==> config.mk <==
export PLATFORM = sky130hd
export DESIGN_NAME = lsuTop
export DESIGN_NICKNAME = d
export VERILOG_FILES = /design/src/design/lsuPkg.sv /design/src/design/loadExtract.sv /design/src/design/lsuAddrUnit.sv /design/src/design/lsuControl.sv /design/src/design/lsuTop.sv /design/src/design/storeLaneGen.sv
export SDC_FILE = /design/constraint.sdc
export NUM_CORES = 1
export LEC_CHECK = 0
export ABC_AREA = 1
export ABC_CLOCK_PERIOD_IN_PS = 7390
export BUFFER_PORTS_ARGS = -buffer_cell sky130_fd_sc_hd__clkbuf_2
export CORE_MARGIN = 4
export CORE_UTILIZATION = 45
export CTS_BUF_LIST = sky130_fd_sc_hd__clkbuf_2
export DETAILED_ROUTE_END_ITERATION = 16
export GPL_ROUTABILITY_DRIVEN = 0
export MAX_ROUTING_LAYER = met4
export PLACE_DENSITY = 0.76
export RECOVER_POWER = 50
export SYNTH_ARGS = -nofsm -noshare
export SYNTH_HDL_FRONTEND = slang
export SYNTH_SLANG_ARGS = --single-unit
==> constraint.sdc <==
create_clock -name clk -period 7.39 [get_ports clk]
set_input_delay 0.3695 -clock clk [delete_from_list [all_inputs] [get_ports clk]]
set_output_delay 0.3695 -clock clk [all_outputs]
set_load 0.005 [all_outputs]
==> src/design/lsuPkg.sv <==
package lsuPkg;

    ////////////////////
    // widths
    ////////////////////

    localparam int dataWidth    = 32;
    localparam int idWidth      = 6;
    localparam int regAddrWidth = 6;

    ////////////////////
    // address windows
    ////////////////////

    localparam logic [dataWidth-1:0] kseg0Base  = 32'h8000_0000;
    localparam logic [dataWidth-1:0] kseg0Limit = 32'h9FFF_FFFF;
    localparam logic [dataWidth-1:0] kseg1Base  = 32'hA000_0000;
    localparam logic [dataWidth-1:0] kseg1Limit = 32'hBFFF_FFFF;

    // memory size codes
    localparam logic [2:0] sizeByte = 3'd0;
    localparam logic [2:0] sizeHalf = 3'd1;
    localparam logic [2:0] sizeWord = 3'd2;

    typedef enum logic [3:0] {
        lb,
        lbu,
        lh,
        lhu,
        lw,
        sb,
        sh,
        sw,
        none
    } lsuOp;

    typedef enum logic [4:0] {
        addrErrLoad  = 5'd4,
        addrErrStore = 5'd5
    } excCode;

    ////////////////////
    // bundles
    ////////////////////

    typedef struct packed {
        logic                    valid;
        lsuOp                    op;
        logic [idWidth-1:0]      id;
        logic [regAddrWidth-1:0] dstReg;
        logic [dataWidth-1:0]    imm;
    } uopBundle;

    typedef struct packed {
        logic [dataWidth-1:0] rs0Data;
        logic [dataWidth-1:0] rs1Data;
    } operandPair;

    typedef struct packed {
        logic                 valid;
        logic [dataWidth-1:0] addr;
        logic [2:0]           size;
        logic                 writeEn;
        logic [3:0]           strobe;
        logic [dataWidth-1:0] data;
    } memReq;

    typedef struct packed {
        logic                 valid;
        logic [dataWidth-1:0] data;
    } memResp;

    typedef struct packed {
        logic                    wen;
        logic [regAddrWidth-1:0] rd;
        logic [dataWidth-1:0]    wdata;
    } writeBack;

    // toward the reorder buffer
    typedef struct packed {
        logic                 finish;
        logic [idWidth-1:0]   id;
        logic                 exception;
        excCode               code;
        logic [dataWidth-1:0] badVAddr;
    } commitInfo;

endpackage

==> src/design/loadExtract.sv <==
module loadExtract (
    input  lsuPkg::lsuOp                  op,
    input  logic [1:0]                    laneSel,
    input  logic [lsuPkg::dataWidth-1:0]  respData,
    output logic [2:0]                    size,
    output logic [lsuPkg::dataWidth-1:0]  value
);

    logic [lsuPkg::dataWidth-1:0] shifted;
    logic [7:0]                   byteVal;
    logic [15:0]                  halfVal;

    // addressed byte lands in the low lane
    assign shifted = respData >> {laneSel, 3'b000};
    assign byteVal = shifted[7:0];
    assign halfVal = laneSel[1] ? respData[31:16] : respData[15:0];

    always_comb begin
        case (op)
            lsuPkg::lb: begin
                size  = lsuPkg::sizeByte;
                value = {{24{byteVal[7]}}, byteVal};
            end
            lsuPkg::lbu: begin
                size  = lsuPkg::sizeByte;
                value = {24'b0, byteVal};
            end
            lsuPkg::lh: begin
                size  = lsuPkg::sizeHalf;
                value = {{16{halfVal[15]}}, halfVal};
            end
            lsuPkg::lhu: begin
                size  = lsuPkg::sizeHalf;
                value = {16'b0, halfVal};
            end
            default: begin
                size  = lsuPkg::sizeWord;
                value = respData;
            end
        endcase
    end

endmodule

==> src/design/lsuAddrUnit.sv <==
module lsuAddrUnit (
    input  lsuPkg::uopBundle              heldUop,
    input  lsuPkg::operandPair            heldOps,
    output logic [lsuPkg::dataWidth-1:0]  vAddr,
    output logic [lsuPkg::dataWidth-1:0]  pAddr,
    output logic                          misaligned
);

    logic inKseg0;
    logic inKseg1;

    assign vAddr = heldOps.rs0Data + heldUop.imm;

    // word needs both low bits clear, halfword only bit 0
    always_comb begin
        case (heldUop.op)
            lsuPkg::lw,
            lsuPkg::sw:  misaligned = |vAddr[1:0];
            lsuPkg::lh,
            lsuPkg::lhu,
            lsuPkg::sh:  misaligned = vAddr[0];
            default:     misaligned = 1'b0;
        endcase
    end

    assign inKseg0 = (vAddr >= lsuPkg::kseg0Base) && (vAddr <= lsuPkg::kseg0Limit);
    assign inKseg1 = (vAddr >= lsuPkg::kseg1Base) && (vAddr <= lsuPkg::kseg1Limit);

    // unmapped windows, everything else passes through
    always_comb begin
        if (inKseg0) begin
            pAddr = vAddr - lsuPkg::kseg0Base;
        end else if (inKseg1) begin
            pAddr = vAddr - lsuPkg::kseg1Base;
        end else begin
            pAddr = vAddr;
        end
    end

endmodule

==> src/design/lsuControl.sv <==
module lsuControl (
    input  logic                          clk,
    input  logic                          rst,
    input  lsuPkg::uopBundle              uop,
    input  lsuPkg::operandPair            operands,
    output logic                          busy,
    input  logic                          fireStore,
    input  logic                          memReqReady,
    input  lsuPkg::memResp                resp,
    output logic                          memRespReady,
    output lsuPkg::writeBack              wb,
    output lsuPkg::commitInfo             commit,
    output lsuPkg::uopBundle              heldUop,
    output lsuPkg::operandPair            heldOps,
    input  logic [lsuPkg::dataWidth-1:0]  vAddr,
    input  logic [lsuPkg::dataWidth-1:0]  pAddr,
    input  logic                          misaligned,
    input  logic [2:0]                    storeSize,
    input  logic [2:0]                    loadSize,
    input  logic [3:0]                    storeStrobe,
    input  logic [lsuPkg::dataWidth-1:0]  storeData,
    input  logic [lsuPkg::dataWidth-1:0]  loadValue,
    output lsuPkg::memReq                 req
);

    typedef enum logic [2:0] {
        idle,
        addrError,
        loadReq,
        loadResp,
        storeHold,
        storeFire
    } lsuState;

    lsuState state;
    lsuState curState;
    lsuState nextState;
    logic    dispatch;
    logic    accept;
    logic    isLoad;
    logic    isStore;
    logic    loadDone;

    assign busy   = (state != idle) || dispatch;
    assign accept = uop.valid && !busy;

    assign isLoad  = heldUop.op inside {lsuPkg::lb, lsuPkg::lbu, lsuPkg::lh,
                                        lsuPkg::lhu, lsuPkg::lw};
    assign isStore = heldUop.op inside {lsuPkg::sb, lsuPkg::sh, lsuPkg::sw};

    ////////////////////
    // state
    ////////////////////

    always_ff @(posedge clk) begin
        if (rst) begin
            state    <= idle;
            dispatch <= 1'b0;
        end else begin
            state    <= nextState;
            dispatch <= accept;
        end
    end

    always_ff @(posedge clk) begin
        if (accept) begin
            heldUop <= uop;
            heldOps <= operands;
        end
    end

    // first cycle after acceptance resolves the op class here
    always_comb begin
        curState = state;
        if (dispatch) begin
            if (misaligned) begin
                curState = addrError;
            end else if (isLoad) begin
                curState = loadReq;
            end else if (isStore) begin
                curState = storeHold;
            end else begin
                curState = idle;
            end
        end
    end

    always_comb begin
        nextState = curState;
        case (curState)
            idle:      nextState = idle;
            addrError: nextState = idle;
            loadReq:   nextState = memReqReady ? loadResp : loadReq;
            loadResp:  nextState = resp.valid ? idle : loadResp;
            // store waits here for the rob
            storeHold: nextState = fireStore ? storeFire : storeHold;
            storeFire: nextState = memReqReady ? idle : storeFire;
            default:   nextState = idle;
        endcase
    end

    ////////////////////
    // memory side
    ////////////////////

    always_comb begin
        req = '0;
        case (curState)
            loadReq: begin
                req.valid   = 1'b1;
                req.addr    = pAddr;
                req.size    = loadSize;
                req.writeEn = 1'b0;
            end
            storeFire: begin
                req.valid   = 1'b1;
                req.addr    = pAddr;
                req.size    = storeSize;
                req.writeEn = 1'b1;
                req.strobe  = storeStrobe;
                req.data    = storeData;
            end
            default: begin
                req = '0;
            end
        endcase
    end

    assign memRespReady = (curState == loadResp);
    assign loadDone     = (curState == loadResp) && resp.valid;

    ////////////////////
    // rob and regfile
    ////////////////////

    always_comb begin
        wb.wen   = loadDone;
        wb.rd    = heldUop.dstReg;
        wb.wdata = loadValue;
    end

    // stores finish early, the write itself comes after fireStore
    always_comb begin
        commit.finish    = (curState == addrError)
                         || ((curState == storeHold) && dispatch)
                         || loadDone;
        commit.id        = heldUop.id;
        commit.exception = (curState == addrError);
        commit.code      = isLoad ? lsuPkg::addrErrLoad : lsuPkg::addrErrStore;
        commit.badVAddr  = vAddr;
    end

endmodule

==> src/design/lsuTop.sv <==
module lsuTop (
    input  logic               clk,
    input  logic               rst,
    input  lsuPkg::uopBundle   uop,
    input  lsuPkg::operandPair operands,
    output logic               busy,
    input  logic               fireStore,
    output lsuPkg::memReq      req,
    input  logic               memReqReady,
    input  lsuPkg::memResp     resp,
    output logic               memRespReady,
    output lsuPkg::writeBack   wb,
    output lsuPkg::commitInfo  commit
);

    lsuPkg::uopBundle                heldUop;
    lsuPkg::operandPair              heldOps;
    logic [lsuPkg::dataWidth-1:0]    vAddr;
    logic [lsuPkg::dataWidth-1:0]    pAddr;
    logic                            misaligned;
    logic [2:0]                      storeSize;
    logic [2:0]                      loadSize;
    logic [3:0]                      storeStrobe;
    logic [lsuPkg::dataWidth-1:0]    storeData;
    logic [lsuPkg::dataWidth-1:0]    loadValue;

    lsuControl control (
        .clk          (clk),
        .rst          (rst),
        .uop          (uop),
        .operands     (operands),
        .busy         (busy),
        .fireStore    (fireStore),
        .memReqReady  (memReqReady),
        .resp         (resp),
        .memRespReady (memRespReady),
        .wb           (wb),
        .commit       (commit),
        .heldUop      (heldUop),
        .heldOps      (heldOps),
        .vAddr        (vAddr),
        .pAddr        (pAddr),
        .misaligned   (misaligned),
        .storeSize    (storeSize),
        .loadSize     (loadSize),
        .storeStrobe  (storeStrobe),
        .storeData    (storeData),
        .loadValue    (loadValue),
        .req          (req)
    );

    lsuAddrUnit addrUnit (
        .heldUop    (heldUop),
        .heldOps    (heldOps),
        .vAddr      (vAddr),
        .pAddr      (pAddr),
        .misaligned (misaligned)
    );

    // lanes follow the physical address for stores
    storeLaneGen storeLanes (
        .op      (heldUop.op),
        .rs1Data (heldOps.rs1Data),
        .laneSel (pAddr[1:0]),
        .size    (storeSize),
        .strobe  (storeStrobe),
        .data    (storeData)
    );

    loadExtract loadLanes (
        .op       (heldUop.op),
        .laneSel  (vAddr[1:0]),
        .respData (resp.data),
        .size     (loadSize),
        .value    (loadValue)
    );

endmodule

==> src/design/storeLaneGen.sv <==
module storeLaneGen (
    input  lsuPkg::lsuOp                  op,
    input  logic [lsuPkg::dataWidth-1:0]  rs1Data,
    input  logic [1:0]                    laneSel,
    output logic [2:0]                    size,
    output logic [3:0]                    strobe,
    output logic [lsuPkg::dataWidth-1:0]  data
);

    logic [4:0] byteShift;
    logic [4:0] halfShift;

    // shift amounts in bits
    assign byteShift = {laneSel, 3'b000};
    assign halfShift = {laneSel[1], 4'b0000};

    always_comb begin
        case (op)
            lsuPkg::sb: begin
                size   = lsuPkg::sizeByte;
                strobe = 4'b0001 << laneSel;
                data   = rs1Data << byteShift;
            end
            lsuPkg::sh: begin
                size   = lsuPkg::sizeHalf;
                strobe = laneSel[1] ? 4'b1100 : 4'b0011;
                data   = rs1Data << halfShift;
            end
            lsuPkg::sw: begin
                size   = lsuPkg::sizeWord;
                strobe = 4'b1111;
                data   = rs1Data;
            end
            default: begin
                // not a store, no lanes enabled
                size   = lsuPkg::sizeWord;
                strobe = 4'b0000;
                data   = rs1Data;
            end
        endcase
    end

endmodule

==> impl_metrics.csv <==
group,metric,value,unit
run_status,run_status,"complete, but fails checks",
run_status,violations,"capacitance limit, slew limit",
logic_synthesis,synth_edf_count,112,
layout,fillCellCount,1347,
route,drc,0,
global_routing,met2_usage,45.8,%
critical_path,start_kind,"flop",
route,vias,7843,
timing,fin_crit,5.36,ns
clocking,htree_levels,4,
power,p_leak,5.08,nW
logic_synthesis,yosysUniqueCellTypes,47,
route,postRouteAntennaNets,0,
logic_synthesis,syn_area_per_cell,8.59,sq um
floorplanning,start_util,45.8,%
timing,finalHoldViolations,0,
layout,antennaDiodeCount,0,
logic_synthesis,synth-async-reset-ratio,0,%
timing,relSlewSlack,-87.0,%
global_routing,grt-busiest-layer,"met2",
logic_synthesis,ys_warn_count,0,
global_routing,gr-usage-met1,28.8,%
global_routing,grt_pass1_vias,7593,
place,io_buffers,303,
timing,setup_viol,0,
logic_synthesis,ys_ff_latch,116,
timing,hold-worst-slack,0.181,ns
critical_path,r2r-end,"control.heldOps[56]",
timing,final_max_slew_viol_count,54,
power,ir_worst_vdd,174,uV
layout,synthToLayoutAreaGrowth,39.1,%
worst_hold_path,min_path_type,"input port to flop",
critical_path,critPathMaxFanout,40,
clocking,clock_latency,0.69,ns
layout,num-nets-final,1473,
global_routing,grt_overflow,0,
global_routing,antenna_found_initial,0,
floorplanning,rows,47,
logic_synthesis,synthFlopType,"edfxtp_1",
layout,layout_commonest_cell,"clkbuf_2",
clocking,postCtsSetupRepairBufs,0,
timing,rsz0062_at_grt,"no",
logic_synthesis,synthTopCellsByArea,"edfxtp_1, nand2_1, inv_1",
logic_synthesis,synthesis.instances,884,
route,wirelength,24500,microns
logic_synthesis,synth_top_cell_area_share,44.3,%
route,routedWlPerCell,16.1,microns
clocking,clk_pin_slew_worst_paths,0.18,ns
route,via_per_inst,5.15,
worst_hold_path,holdPathStages,6,
timing,period_share,72.5,%
clocking,cts_buffers,17,
floorplanning,coreArea,16600,sq um
critical_path,r2r_cells,5,
clocking,holdBufCountCts,117,
critical_path,crit_required,7.02,ns
global_routing,grtUsageMet3,5.84,%
floorplanning,pin_count,309,
timing,clock.fmax,0.187,GHz
clocking,clock-sinks,116,
layout,final_layout_size_suffix_gt1_share,29.7,%
power,power.density,192,nW/um^2
global_routing,grt_max_degree,61,
worst_hold_path,hold_end,"control.state[0]",
critical_path,reg2reg_slack,3.17,ns
route,drt_first_iter_violations,504,
job,max_cap_viol_count,1,
place,place.detailed.hpwl,17400,microns
critical_path,cp-end-kind,"primary output",
logic_synthesis,synth.yosys.seq_area_share,45.3,%
critical_path,timing.rr.start,"control.dispatch",
timing,final.setup.tns,0,ns
floorplanning,die_w,138,microns
route,dr.pass1.iters,5,
clocking,ctsResizeCount,0,
critical_path,worstPathArrival,4.99,ns
logic_synthesis,synth_top_area_cell,"edfxtp_1",
clocking,clockRootBuffer,"clkbuf_2",
timing,finClkSkew,0.0533,ns
timing,tightest_slew,2.81,ns
critical_path,worstSetupPathType,"flop to primary output",
logic_synthesis,syn_area,7590,sq um
clocking,cts_tree,"done",
floorplanning,die_area,19000,sq um
layout,final_cell_mix,"clkbuf_2, nand2_1, inv_1, dlygate4sd3_1, edfxtp_1",
worst_hold_path,worstHoldStart,"resp[32]",
global_routing,gr-usage-all-layers,25.8,%
clocking,cts_buffer_depth,2,
global_routing,grt_pass1_wl,37200,microns
floorplanning,die_h,138,microns
[layer usage]
layer  wire [microns]  up-vias
met3             2100       49
li1                 -     3786
met1             9260     3598
met2            12600      410
met4              524        0
met5                0        -
[through the flow]
step	setup WS [ns]	area, sq um	instances	util [%]	total power [mW]
floorplan	1.44	7600	887	-	1.27
global placement	3.56	9160	1375	55.2	1.50
detailed placement	3.49	9160	1375	55.2	1.52
CTS	2.68	10600	1524	63.9	2.02
global route	1.53	10600	1524	63.7	2.15
finish	2.03	10600	1524	63.7	2.03
[worst max-delay path by stage]
| stage | start | end | slack [ns] | depth (start not counted) |
|---|---|---|---|---|
| floorplan | control.dispatch | control.commit[38] | 1.44 | 3 |
| global placement | control.heldOps[32] | req[61] | 3.56 | 13 |
| detailed placement | control.heldOps[32] | req[42] | 3.49 | 13 |
| CTS | control.heldOps[32] | req[64] | 2.68 | 13 |
| global route | control.heldOps[32] | req[42] | 1.53 | 14 |
| finish | control.heldOps[32] | req[42] | 2.03 | 14 |
[state kept, by name (all words and copies together) (netlist names)]
name              count
control.state         3
control.heldUop      42
control.commit        6
control.heldOps      64
control.dispatch      1
[synth_stat cells (3+ instances only)]
| cell | count |
|---|---|
| a211oi_2 | 8 |
| a21oi_1 | 58 |
| a221oi_1 | 10 |
| a22oi_1 | 16 |
| and2_1 | 4 |
| buf_2 | 6 |
| buf_4 | 18 |
| buf_6 | 7 |
| clkbuf_1 | 8 |
| dfxtp_1 | 4 |
| edfxtp_1 | 112 |
| ha_1 | 31 |
| inv_1 | 117 |
| inv_2 | 8 |
| nand2_1 | 184 |
| nand2_2 | 8 |
| nand3_1 | 21 |
| nand4_1 | 8 |
| nor2_1 | 93 |
| nor2_2 | 19 |
| nor2_4 | 10 |
| nor3_1 | 15 |
| o21ai_0 | 43 |
| o21ai_2 | 3 |
| o21bai_1 | 3 |
| o22ai_1 | 7 |
| o311ai_0 | 3 |
| o32ai_1 | 10 |
| or2_2 | 4 |
| xnor2_1 | 8 |
| xor2_1 | 14 |
[final cells by class]
type,count,area (sq um),area share (%)
flip-flops and latches,116,3440,32.6
multi-input cells,604,3410,32.2
repair buffers,424,2690,25.5
inverters,128,487,4.61
well taps,220,275,2.61
clock inverters,15,178,1.68
clock buffers,17,85.1,0.805
[cell families (layout without fill, tap and decap cells)]
family / count (synthesis) / count (layout) / synth area share [%]
buf+inv: 167 / 584 / 10.0
other cells: 2 / 5 / 0.0989
flops: 116 / 116 / 45.3
fa+ha+maj: 32 / 32 / 5.37
compound gates: 172 / 172 / 14.5
xor+xnor: 22 / 22 / 2.54
simple gates: 373 / 373 / 22.1
[worst max-delay path, stage by stage, from the launching register on]
cell and delay [ns]:
edfxtp_1 0.41, ha_1 0.23, fa_1 0.48, clkbuf_1 0.85
inv_1 0.14, nand2_1 0.14, nand2_1 0.10, nand4_1 0.11
nand2_2 0.10, nor2_1 0.21, nand2_2 0.53, nand2_4 0.34
inv_4 0.24, nor3_1 0.25, clkbuf_2 0.16
[report_power, final]
part | switching, mW | internal, mW | total [mW]
logic | 0.465 | 0.285 | 0.751
clock network | 0.271 | 0.190 | 0.460
registers | 0.0230 | 0.793 | 0.816
Note: power is estimated with default switching activity, not from simulation.
